--- src/common/zynq_glue_pkg.sv ---
`default_nettype none

package zynq_glue_pkg;

   // address and register word widths
   localparam int addr_width_lp     = 32;
   localparam int csr_data_width_lp = 32;

   typedef logic [addr_width_lp-1:0]     paddr_t;
   typedef logic [csr_data_width_lp-1:0] csr_data_t;

   // processor DRAM starts here, the host window is at most 256 MB
   localparam paddr_t bp_dram_base_lp = 32'h8000_0000;
   localparam paddr_t dram_limit_lp   = 32'h1000_0000;

   // profiler granularity is 8 MB, taken from processor address bits 29:23
   localparam int num_regions_lp  = 128;
   localparam int region_msb_lp   = 29;
   localparam int region_width_lp = 7;

   typedef logic [region_width_lp-1:0] region_idx_t;
   typedef logic [num_regions_lp-1:0]  profile_t;

   // host register map, word indices
   localparam int csr_addr_width_lp = 3;

   typedef logic [csr_addr_width_lp-1:0] csr_addr_t;

   localparam csr_addr_t csr_reset_idx_lp      = 3'd0;
   localparam csr_addr_t csr_dram_alloc_idx_lp = 3'd1;
   localparam csr_addr_t csr_dram_base_idx_lp  = 3'd2;
   // words 3 to 6 hold the profiler bitmap, low word first
   localparam csr_addr_t csr_profile_idx_lp    = 3'd3;
   localparam int        num_csr_lp            = 7;

endpackage

`default_nettype wire

--- src/dram/dram_addr_xlate.sv ---
`default_nettype none

module dram_addr_xlate
  (input wire                            aclk
   , input wire                          rst_i

   // processor side DRAM address
   , input wire                          v_i
   , input wire zynq_glue_pkg::paddr_t   addr_i

   // base of the host allocated DRAM window
   , input wire zynq_glue_pkg::paddr_t   dram_base_i

   // ARM physical address, one cycle later
   , output logic                        v_o
   , output zynq_glue_pkg::paddr_t       addr_o
   , output zynq_glue_pkg::region_idx_t  region_o
   );

   import zynq_glue_pkg::*;

   logic        v_r;
   paddr_t      addr_r;
   region_idx_t region_r;
   paddr_t      offset;

   // strip the processor DRAM base, the xor acts as a subtract for this base
   assign offset = addr_i ^ bp_dram_base_lp;

   always_ff @(posedge aclk) begin
      if (rst_i) begin
         v_r <= 1'b0;
      end
      else begin
         v_r <= v_i;
      end
   end

   // address and region only load on a strobe
   always_ff @(posedge aclk) begin
      if (v_i) begin
         addr_r   <= offset + dram_base_i;
         region_r <= addr_i[region_msb_lp -: region_width_lp];
      end
   end

   assign v_o      = v_r;
   assign addr_o   = addr_r;
   assign region_o = region_r;

   // processor must stay inside the window the host allocated
   dram_window_a : assert property (
      @(posedge aclk) disable iff (rst_i)
      v_i |-> (offset < dram_limit_lp)
   ) else $error("dram_addr_xlate: address %h beyond DRAM window", addr_i);

endmodule

`default_nettype wire

--- src/dram/mem_profiler.sv ---
`default_nettype none

module mem_profiler
  (input wire                             aclk
   , input wire                           rst_i

   // processor reset also wipes the map
   , input wire                           clear_i

   , input wire                           wr_v_i
   , input wire zynq_glue_pkg::region_idx_t wr_region_i
   , input wire                           rd_v_i
   , input wire zynq_glue_pkg::region_idx_t rd_region_i

   , output zynq_glue_pkg::profile_t      profile_o
   );

   import zynq_glue_pkg::*;

   profile_t profile_r;
   profile_t wr_hit;
   profile_t rd_hit;

   // one-hot hit per channel, both may land in the same cycle
   always_comb begin
      wr_hit = '0;
      rd_hit = '0;
      if (wr_v_i) begin
         wr_hit[wr_region_i] = 1'b1;
      end
      if (rd_v_i) begin
         rd_hit[rd_region_i] = 1'b1;
      end
   end

   always_ff @(posedge aclk) begin
      if (rst_i | clear_i) begin
         profile_r <= '0;
      end
      else begin
         profile_r <= profile_r | wr_hit | rd_hit;
      end
   end

   assign profile_o = profile_r;

   // bits are sticky until the processor goes back into reset
   profile_sticky_a : assert property (
      @(posedge aclk) disable iff (rst_i)
      !clear_i |=> ((profile_r & $past(profile_r)) == $past(profile_r))
   ) else $error("mem_profiler: region bit dropped without a clear");

endmodule

`default_nettype wire

--- src/verilog/host_csr_regs.sv ---
`default_nettype none

module host_csr_regs
  (input wire                             aclk
   , input wire                           rst_i

   // host write strobe
   , input wire                           csr_we_i
   , input wire zynq_glue_pkg::csr_addr_t csr_waddr_i
   , input wire zynq_glue_pkg::csr_data_t csr_wdata_i

   // host read strobe, answered one cycle later
   , input wire                           csr_re_i
   , input wire zynq_glue_pkg::csr_addr_t csr_raddr_i
   , output logic                         csr_rvalid_o
   , output zynq_glue_pkg::csr_data_t     csr_rdata_o

   // profiler bitmap for words 3 to 6
   , input wire zynq_glue_pkg::profile_t  profile_i

   , output logic                         bp_reset_o
   , output zynq_glue_pkg::paddr_t        dram_base_o
   );

   import zynq_glue_pkg::*;

   csr_data_t reset_word_r;
   csr_data_t dram_alloc_r;
   csr_data_t dram_base_r;
   logic      rvalid_r;
   csr_data_t rdata_r;

   csr_data_t [num_csr_lp-1:0] csr_words;

   // writable words, writes to word 3 and up are dropped
   always_ff @(posedge aclk) begin
      if (rst_i) begin
         reset_word_r <= '0;
         dram_alloc_r <= '0;
         dram_base_r  <= '0;
      end
      else if (csr_we_i) begin
         case (csr_waddr_i)
            csr_reset_idx_lp:      reset_word_r <= csr_wdata_i;
            csr_dram_alloc_idx_lp: dram_alloc_r <= csr_wdata_i;
            csr_dram_base_idx_lp:  dram_base_r  <= csr_wdata_i;
            default: ;
         endcase
      end
   end

   // readable image of the register map
   always_comb begin
      csr_words[csr_reset_idx_lp]      = reset_word_r;
      csr_words[csr_dram_alloc_idx_lp] = dram_alloc_r;
      csr_words[csr_dram_base_idx_lp]  = dram_base_r;
      for (int i = 0; i < num_csr_lp - csr_profile_idx_lp; i++) begin
         csr_words[csr_profile_idx_lp + i] = profile_i[i*csr_data_width_lp +: csr_data_width_lp];
      end
   end

   always_ff @(posedge aclk) begin
      if (rst_i) begin
         rvalid_r <= 1'b0;
      end
      else begin
         rvalid_r <= csr_re_i;
      end
   end

   // unmapped word 7 reads as zero
   always_ff @(posedge aclk) begin
      if (csr_re_i) begin
         if (csr_raddr_i < num_csr_lp) begin
            rdata_r <= csr_words[csr_raddr_i];
         end
         else begin
            rdata_r <= '0;
         end
      end
   end

   assign csr_rvalid_o = rvalid_r;
   assign csr_rdata_o  = rdata_r;

   // word 0 bit 0 is a low-true processor reset
   assign bp_reset_o  = rst_i | ~reset_word_r[0];
   assign dram_base_o = dram_base_r;

   // host must not read a word in the same cycle it writes it
   csr_rw_collide_a : assert property (
      @(posedge aclk) disable iff (rst_i)
      (csr_we_i && csr_re_i) |-> (csr_waddr_i != csr_raddr_i)
   ) else $error("host_csr_regs: read and write of word %0d collide", csr_raddr_i);

endmodule

`default_nettype wire

--- src/verilog/zynq_dram_glue.sv ---
`default_nettype none

module zynq_dram_glue
  (input wire                             aclk
   , input wire                           rst_i

   // host register port
   , input wire                           csr_we_i
   , input wire zynq_glue_pkg::csr_addr_t csr_waddr_i
   , input wire zynq_glue_pkg::csr_data_t csr_wdata_i
   , input wire                           csr_re_i
   , input wire zynq_glue_pkg::csr_addr_t csr_raddr_i
   , output logic                         csr_rvalid_o
   , output zynq_glue_pkg::csr_data_t     csr_rdata_o

   // processor reset, high true
   , output logic                         bp_reset_o

   // processor DRAM address strobes
   , input wire                           dram_aw_v_i
   , input wire zynq_glue_pkg::paddr_t    dram_awaddr_i
   , input wire                           dram_ar_v_i
   , input wire zynq_glue_pkg::paddr_t    dram_araddr_i

   // translated addresses toward the ARM DRAM port
   , output logic                         m_aw_v_o
   , output zynq_glue_pkg::paddr_t        m_awaddr_o
   , output logic                         m_ar_v_o
   , output zynq_glue_pkg::paddr_t        m_araddr_o
   );

   import zynq_glue_pkg::*;

   logic        bp_reset;
   paddr_t      dram_base;
   region_idx_t aw_region;
   region_idx_t ar_region;
   profile_t    profile;

   host_csr_regs csr
     (.aclk          (aclk)
      ,.rst_i        (rst_i)
      ,.csr_we_i     (csr_we_i)
      ,.csr_waddr_i  (csr_waddr_i)
      ,.csr_wdata_i  (csr_wdata_i)
      ,.csr_re_i     (csr_re_i)
      ,.csr_raddr_i  (csr_raddr_i)
      ,.csr_rvalid_o (csr_rvalid_o)
      ,.csr_rdata_o  (csr_rdata_o)
      ,.profile_i    (profile)
      ,.bp_reset_o   (bp_reset)
      ,.dram_base_o  (dram_base)
      );

   assign bp_reset_o = bp_reset;

   // write channel
   dram_addr_xlate aw_xlate
     (.aclk         (aclk)
      ,.rst_i       (rst_i)
      ,.v_i         (dram_aw_v_i)
      ,.addr_i      (dram_awaddr_i)
      ,.dram_base_i (dram_base)
      ,.v_o         (m_aw_v_o)
      ,.addr_o      (m_awaddr_o)
      ,.region_o    (aw_region)
      );

   // read channel
   dram_addr_xlate ar_xlate
     (.aclk         (aclk)
      ,.rst_i       (rst_i)
      ,.v_i         (dram_ar_v_i)
      ,.addr_i      (dram_araddr_i)
      ,.dram_base_i (dram_base)
      ,.v_o         (m_ar_v_o)
      ,.addr_o      (m_araddr_o)
      ,.region_o    (ar_region)
      );

   // region hits follow the translator output strobes
   mem_profiler profiler
     (.aclk         (aclk)
      ,.rst_i       (rst_i)
      ,.clear_i     (bp_reset)
      ,.wr_v_i      (m_aw_v_o)
      ,.wr_region_i (aw_region)
      ,.rd_v_i      (m_ar_v_o)
      ,.rd_region_i (ar_region)
      ,.profile_o   (profile)
      );

endmodule

`default_nettype wire

--- config.mk ---
export PLATFORM = sky130hd
export DESIGN_NAME = zynq_dram_glue
export DESIGN_NICKNAME = d
export VERILOG_FILES = /design/src/common/zynq_glue_pkg.sv /design/src/dram/dram_addr_xlate.sv /design/src/dram/mem_profiler.sv /design/src/verilog/host_csr_regs.sv /design/src/verilog/zynq_dram_glue.sv
export SDC_FILE = /design/constraint.sdc
export NUM_CORES = 1
export LEC_CHECK = 0
export ABC_AREA = 1
export CAP_MARGIN = 10
export CORE_UTILIZATION = 35
export DETAILED_ROUTE_END_ITERATION = 10
export DONT_BUFFER_PORTS = 1
export SLEW_MARGIN = 20
export SYNTH_ARGS = -nofsm -noshare
export SYNTH_HDL_FRONTEND = slang
export SYNTH_SLANG_ARGS = --single-unit
--- constraint.sdc ---
create_clock -name aclk -period 3.6 [get_ports aclk]
set_input_delay 0.72 -clock aclk [delete_from_list [all_inputs] [get_ports aclk]]
set_output_delay 0.72 -clock aclk [all_outputs]
set_load 0.02 [all_outputs]
==> flow_metrics.tcl, run 1 <==
set metrics [dict create \
    r2r_end "ar_xlate.addr_o[21]$_DFFE_PP_" \
    critPathLaunch "csr.dram_base_o[10]$_SDFFE_PP0P_" \
    yosysWarnings 0 \
    post_cts.repair.setup_buffers 0 \
    ctsResizeCount 0 \
    clockBufferDepth 3 \
    grt_pass1_wl_um 101000 \
    synth_edf_count 110 \
    portBuffers 0 \
    synthToLayoutAreaGrowth_pct 10.1 \
    ys.flop_type "dfxtp_1" \
    wl_um 68200 \
    fin_nets 2734 \
    gr-total-overflow 0 \
    vdd_drop_max_uv 271 \
    worst_r2r_path_depth 11 \
    async_flop_share 0 \
    end_kind "flip-flop" \
    worstHoldPathType "in2reg" \
    skew_ns 0.0235 \
    seq_power_share 0.470 \
    io_pins 208 \
    p_comb_frac 0.078 \
    ys_top_cells_by_count "nand2_1 (727), inv_1 (443), a21oi_1 (237)" \
    vias_per_cell 5.25 \
    die_width_um 232 \
    synth_most_common_cell "nand2_1" \
    finalSetupViolCount 0 \
    cts_tree "built" \
    htree_num_levels 2 \
    finalHoldViolCount 0 \
    slew_viol_final 0 \
    synth.net_count 2774 \
    outcome "complete, no violations" \
    clockPowerShare 0.452 \
    insertion_delay_ns 0.58 \
    synth.area.top_cells "dfxtp_1 (25%), edfxtp_1 (18%), nand2_1 (15%)" \
    path_clk_slew_ns 0.07 \
    cts_hold_buf 0 \
    intPower_mw 6.68 \
    layout-drive-gt1-share 0.0428 \
    cts_root_buffer "clkbuf_16" \
    grt_pass1_vias 16080 \
    cp.arrival_ns 2.65 \
    synth_cell_type_count 40 \
    timing.slew.headroom 0.352 \
    yosys.area.top_type "dfxtp_1" \
    crit_type "reg2reg" \
    tns_ns 0 \
    dp_slack_ns 1.03 \
    nFillCells 5380 \
    hpwl_um 49100 \
    p_switching_mw 2.44 \
    syn-instance-count 2602 \
    cts_buffers 39 \
    firstDrtPassIters 8 \
    tightestPinTransition_ns 0.972 \
    cp-start-kind "flip-flop" \
    ys_seq_elements 337 \
    netlist_area_sq_um 18500 \
    reg2reg_from "csr.dram_base_o[10]$_SDFFE_PP0P_" \
    drtIter0Drc 1613 \
    wl_per_cell_um 20.8 \
    r2r_setup_slack_ns 1.26 \
    timing.fmax_mhz 427 \
    gp_congestion 0.965 \
    row_count 83 \
    cp_max_fo 4 \
    clock-sinks 337 \
    chipHeight_um 232 \
    required_ns 3.91 \
    crit_chain "ha_1 -> nand2_1 -> inv_1 -> nand2_1 -> inv_1 -> a21oi_1 -> nand2_1 -> nand2_1 -> nand2_1 -> nand2_1 -> nand2_1" \
    power_density_nw_per_um2 447 \
    die_area_sq_um 53900 \
    core_area_sq_um 51800 \
    start_util 0.358 \
    ys_seq_area_frac 0.424 \
    crit_path_top_delay_cell "dfxtp_1" \
    worst_slack_ns 1.26 \
    drc_errors 0 \
    swShare 0.268 \
    cap_violations 0 \
    grt_max_degree 101 \
    drtAntennaViolNets 0 \
    post-route-min-period_ns 2.34 \
    rsz0062_at_grt "no" \
    period_share 0.651 \
    crit_top_cell "nand2_1" \
    gr-usage-all-layers 0.252 \
    endpoint "ar_xlate.addr_o[21]$_DFFE_PP_" \
    num_vias 17190 \
    critical_path.max_stage_delay_ns 0.68 \
    p_leak_nw 9.91 \
    synth_top_area_share 0.245 \
    syn_area_per_cell_sq_um 7.12 \
    antenna_found_initial 4 \
]
-- metrics by stage --
| step | hold slack [ns] | instance area (sq um) | utilization | total power, mW | instances |
|---|---|---|---|---|---|
| after detailed placement | 0.442 | 19100 | 0.368 | 5.07 | 3201 |
| after floorplan | 0.425 | 18500 | - | 4.83 | 2602 |
| after global placement | 0.437 | 19100 | 0.368 | 5.06 | 3201 |
| after CTS | 0.188 | 20400 | 0.393 | 9.17 | 3272 |
| after global routing | 0.191 | 20400 | 0.393 | 9.41 | 3273 |
| final | 0.206 | 20400 | 0.393 | 9.12 | 3273 |
-- layout make-up --
type                    count  area [sq um]  area share
diodes                      1          2.50    0.000123
clock buffers              52          1150      0.0562
clock inverters            19           189     0.00927
inverters                 454          1700      0.0836
multi-input cells        1713          8510       0.417
flip-flops and latches    337          7850       0.385
well taps                 680           851      0.0417
repair buffers             17           140     0.00687
-- sequential cells by signal, summed over array words and instances (netlist names) --
| register | cells |
|---|---|
| profiler.profile_o | 128 |
| ar_xlate.addr_o | 32 |
| csr.csr_rdata_o | 32 |
| aw_xlate.addr_o | 32 |
| aw_xlate.v_o | 1 |
| aw_xlate.region_o | 7 |
| ar_xlate.v_o | 1 |
| csr.reset_word_r | 32 |
| csr.dram_base_o | 32 |
| csr.csr_rvalid_o | 1 |
| csr.dram_alloc_r | 32 |
| ar_xlate.region_o | 7 |
-- power groups by stage --
| stage | sequential (mW) | clock (mW) | combinational (mW) |
|---|---|---|---|
| final | 4.29 | 4.12 | 0.710 |
| after global routing | 4.30 | 4.32 | 0.788 |
| after detailed placement | 4.37 | 0 | 0.694 |
| after floorplan | 4.30 | 0 | 0.535 |
| after CTS | 4.29 | 4.18 | 0.699 |
| after global placement | 4.38 | 0 | 0.688 |
-- worst max-delay path: cells and delay by family (launching register included) --
kind                     cells  cell delay, ns
AO/OA/AOI/OAI                1            0.16
buffers and inverters        2            0.15
AND/OR/NAND/NOR              7            0.67
flip-flops                   1            0.68
adder cells (fa/ha/maj)      1            0.41
-- kinds of logic after synthesis --
family	share of synthesized area
adder cells (fa/ha/maj)	0.0440
flip-flops	0.424
XOR/XNOR	0.0147
AO/OA/AOI/OAI	0.180
AND/OR/NAND/NOR	0.221
buffers and inverters	0.117
-- worst min path at each step --
stage | end | startpoint | depth (start not counted)
6_report | csr.dram_alloc_r[23]$_SDFFE_PP0P_ | rst_i | 1
5_1_grt | csr.dram_alloc_r[21]$_SDFFE_PP0P_ | rst_i | 1
4_1_cts | csr.dram_alloc_r[23]$_SDFFE_PP0P_ | rst_i | 1
3_5_place_dp | profiler.profile_o[92]$_SDFF_PP0_ | profiler.profile_o[92]$_SDFF_PP0_ | 2
3_3_place_gp | profiler.profile_o[42]$_SDFF_PP0_ | profiler.profile_o[42]$_SDFF_PP0_ | 2
2_1_floorplan | profiler.profile_o[34]$_SDFF_PP0_ | profiler.profile_o[34]$_SDFF_PP0_ | 2
-- layer usage --
layer | vias to the layer above | track usage | share of wire
met2 | 778 | 0.370 | 0.42
met3 | 132 | 0.0646 | 0.096
met4 | 6 | 0.119 | 0.051
met5 | - | 0 | 0.00051
li1 | 8344 | - | -
met1 | 7930 | 0.343 | 0.43
-- cell usage in the layout, fill, tap and decap left out, types with 8 or more instances in the layout --
master / n
nand2_1: 727
inv_1: 443
a21oi_1: 237
dfxtp_1: 227
nor2_1: 186
o21ai_0: 136
edfxtp_1: 110
o22ai_1: 83
nand3_1: 73
ha_1: 62
clkbuf_16: 40
a211oi_1: 34
a22oi_1: 33
xor2_1: 29
a21o_1: 24
o21ai_1: 24
buf_4: 16
nand4_1: 15
inv_2: 10
clkbuf_8: 10
nor3_1: 8
Note: power is estimated with default switching activity, not from simulation.
==> run 2, diff against run 1 <==
--- a/config.mk
+++ b/config.mk
@@ -5,7 +5,7 @@
 export SDC_FILE = /design/constraint.sdc
 export NUM_CORES = 1
 export LEC_CHECK = 0
-export ABC_AREA = 1
+export ABC_AREA = 0
 export CAP_MARGIN = 10
 export CORE_UTILIZATION = 35
 export DETAILED_ROUTE_END_ITERATION = 10
==> constraint.sdc (replaced) <==
create_clock -name aclk -period 2.3 [get_ports aclk]
set_input_delay 0.46 -clock aclk [delete_from_list [all_inputs] [get_ports aclk]]
set_output_delay 0.46 -clock aclk [all_outputs]
set_load 0.02 [all_outputs]
==> run 2 against run 1 <==
  * The run now ends with setup timing left
  * Worst hold slack worse by 0.18 ns
  * Clock power up 46%
  * Clock skew up 0.0063 ns
  * Global-route usage down 1.7 points
  * Worst setup slack worse by 1.5 ns
  * Critical path type unchanged
  * Highest routed layer unchanged
==> flow_metrics.tcl, run 2 <==
set metrics [dict create \
    syn_area_per_cell_sq_um 8.79 \
    chipHeight_um 221 \
    dp_slack_ns -0.441 \
    vias_per_cell 5.53 \
    tightestPinTransition_ns 0.928 \
    finalSetupViolCount 27 \
    required_ns 2.61 \
    post-route-min-period_ns 2.59 \
    synth_top_area_share 0.270 \
    skew_ns 0.0297 \
    hpwl_um 41300 \
    start_util 0.354 \
    p_leak_nw 7.68 \
    portBuffers 0 \
    finalHoldViolCount 0 \
    fin_nets 2248 \
    htree_num_levels 2 \
    layout_common_cells "nor2_1 (366), nand2_1 (257), dfxtp_1 (210)" \
    dp_cells 2617 \
    grt_pass1_vias 14980 \
    cts_root_buffer "clkbuf_16" \
    gr-usage-all-layers 0.235 \
    syn-instance-count 1917 \
    worstHoldPathType "in2reg" \
    vdd_drop_max_uv 453 \
    worst_slack_ns -0.291 \
    timing.hold.ws_ns 0.0257 \
    grt_pass1_wl_um 89300 \
    synth_compound_area_frac 0.174 \
    synthAdderAreaFrac 0.0484 \
    outcome "complete, but fails checks" \
    synth_cell_type_count 66 \
    yosys.area.top_type "dfxtp_1" \
    rsz0062_at_grt "yes" \
    insertion_delay_ns 0.56 \
    clockBufferDepth 3 \
    clock-sinks 337 \
    synth_xor_area_frac 0.0275 \
    grt_max_degree 95 \
    final_common_cell "nor2_1" \
    ys_seq_elements 337 \
    ys_seq_area_frac 0.466 \
    fin_util 0.444 \
    synthMuxAreaShare 0.0624 \
    async_flop_share 0 \
    antenna_found_initial 1 \
    synthToLayoutAreaGrowth_pct 25.5 \
    path_clk_slew_ns 0.06 \
    ys_top_cells_by_count "nor2_1 (369), nand2_1 (260), a21oi_1 (227), dfxtp_1 (227), o22ai_1 (129)" \
    layout-drive-gt1-share 0.208 \
    end_kind "flip-flop" \
    yosysWarnings 0 \
    cp_max_fo 4 \
    slew_viol_final 0 \
    die_width_um 221 \
    timing.fmax_mhz 386 \
    synth.area.top_cells "dfxtp_1 (27%), edfxtp_1 (20%), nor2_1 (8.2%)" \
    cp.arrival_ns 2.91 \
    period_share 1.13 \
    num_vias 15060 \
    ys.flop_type "dfxtp_1" \
    cts_tree "built" \
    cp-start-kind "flip-flop" \
    io_pins 208 \
    synth_top_family_by_area "simple AND/OR/NAND/NOR gates" \
    design_power_total_mw 13.9 \
    wl_per_cell_um 21.5 \
    violations "setup timing" \
    power_density_nw_per_um2 659 \
    drtAntennaViolNets 0 \
    timing.slew.headroom 0.380 \
    netlist_area_sq_um 16900 \
    firstDrtPassIters 5 \
    core_area_sq_um 47600 \
    wl_um 58600 \
    drc_errors 0 \
    row_count 80 \
    drtIter0Drc 1128 \
    cts_buffers 38 \
    instances_no_fill 2722 \
    die_area_sq_um 49000 \
    synth.net_count 2089 \
    synthSimpleGateAreaFrac 0.189 \
    cap_violations 0 \
    gr-total-overflow 0 \
    largest_register_ffs 128 \
    crit_type "reg2reg" \
    synth_edf_count 110 \
    gp_congestion 0.916 \
    synth_most_common_cell "nor2_1" \
]
==> run 2: changes by cell type in the layout (fill, tap and decap cells not counted), sizes merged, moves of 45 or more <==
cell   before  now
buf        17  215
inv       455   28
nand2     732  260
nor2      192  369
o21ai     160   34
o22ai      84  129
==> run 2: cell families after synthesis <==
logic type | count (synthesis)
simple gates | 767
compound gates | 490
flops | 337
buf+inv | 141
mux | 65
fa+ha+maj | 64
xor+xnor | 53
==> run 2: path summary, 6_finish.rpt <==
kind                                     start  depth (start not counted)  slack (ns)                                end
min reg2reg  csr.dram_alloc_r[25]$_SDFFE_PP0P_                          2        0.46  csr.dram_alloc_r[25]$_SDFFE_PP0P_
min                            csr_wdata_i[24]                          2        0.03   csr.dram_base_o[24]$_SDFFE_PP0P_
max            csr.dram_base_o[0]$_SDFFE_PP0P_                          9       -0.29      ar_xlate.addr_o[30]$_DFFE_PP_
max reg2reg    csr.dram_base_o[0]$_SDFFE_PP0P_                          9       -0.29      ar_xlate.addr_o[30]$_DFFE_PP_
==> run 2: report_power, final <==
| group | switching, mW | total [mW] | internal [mW] |
|---|---|---|---|
| Clock | 2.56 | 6.00 | 3.44 |
| Sequential | 0.303 | 6.67 | 6.37 |
| Combinational | 0.701 | 1.27 | 0.567 |
==> run 2: stage by stage <==
stage / instance area [sq um] / setup TNS, ns
after floorplan: 16900 / -0.792
after global placement: 18800 / -8.75
after detailed placement: 18800 / -9.90
after CTS: 20700 / -2.72
after global routing: 21100 / -6.26
final: 21200 / -3.50
==> run 2: routing by layer <==
metal  vias up  global-route usage  routed length, um
met3       106              0.0795               5600
met1      7251               0.288              23600
li1       7164                   -                  -
met4         2              0.0764               1580
met5         -                   0                 13
met2       537               0.387              27800
==> run 2: layout make-up <==
| type | instances | area (sq um) |
|---|---|---|
| Antenna cell | 3 | 7.51 |
| Clock buffer | 55 | 1130 |
| Clock inverter | 13 | 82.6 |
| Fill cell | 4544 | 26500 |
| Inverter | 23 | 86.3 |
| Multi-Input combinational cell | 1439 | 9240 |
| Sequential cell | 337 | 7880 |
| Tap cell | 615 | 769 |
| Timing Repair Buffer | 237 | 1960 |
==> run 2: timing repair <==
action | 4_1_cts | 5_1_grt
setup buffers | 7 | 6
gates resized for setup | 67 | 72
setup endpoints to repair | 38 | 39
hold buffers | 22 | 1
endpoints found under the hold margin | 130 | 4
pin swaps | 20 | 22
==> run 2: critical path, stage by stage, from the launching register on <==
cell and delay [ns]:
dfxtp_2 0.34, ha_4 0.16, fa_2 0.35, a21o_1 0.21
a221o_1 0.37, o2111ai_4 0.26, a21bo_4 0.21, a31oi_4 0.10
a221oi_2 0.26, xnor2_1 0.09
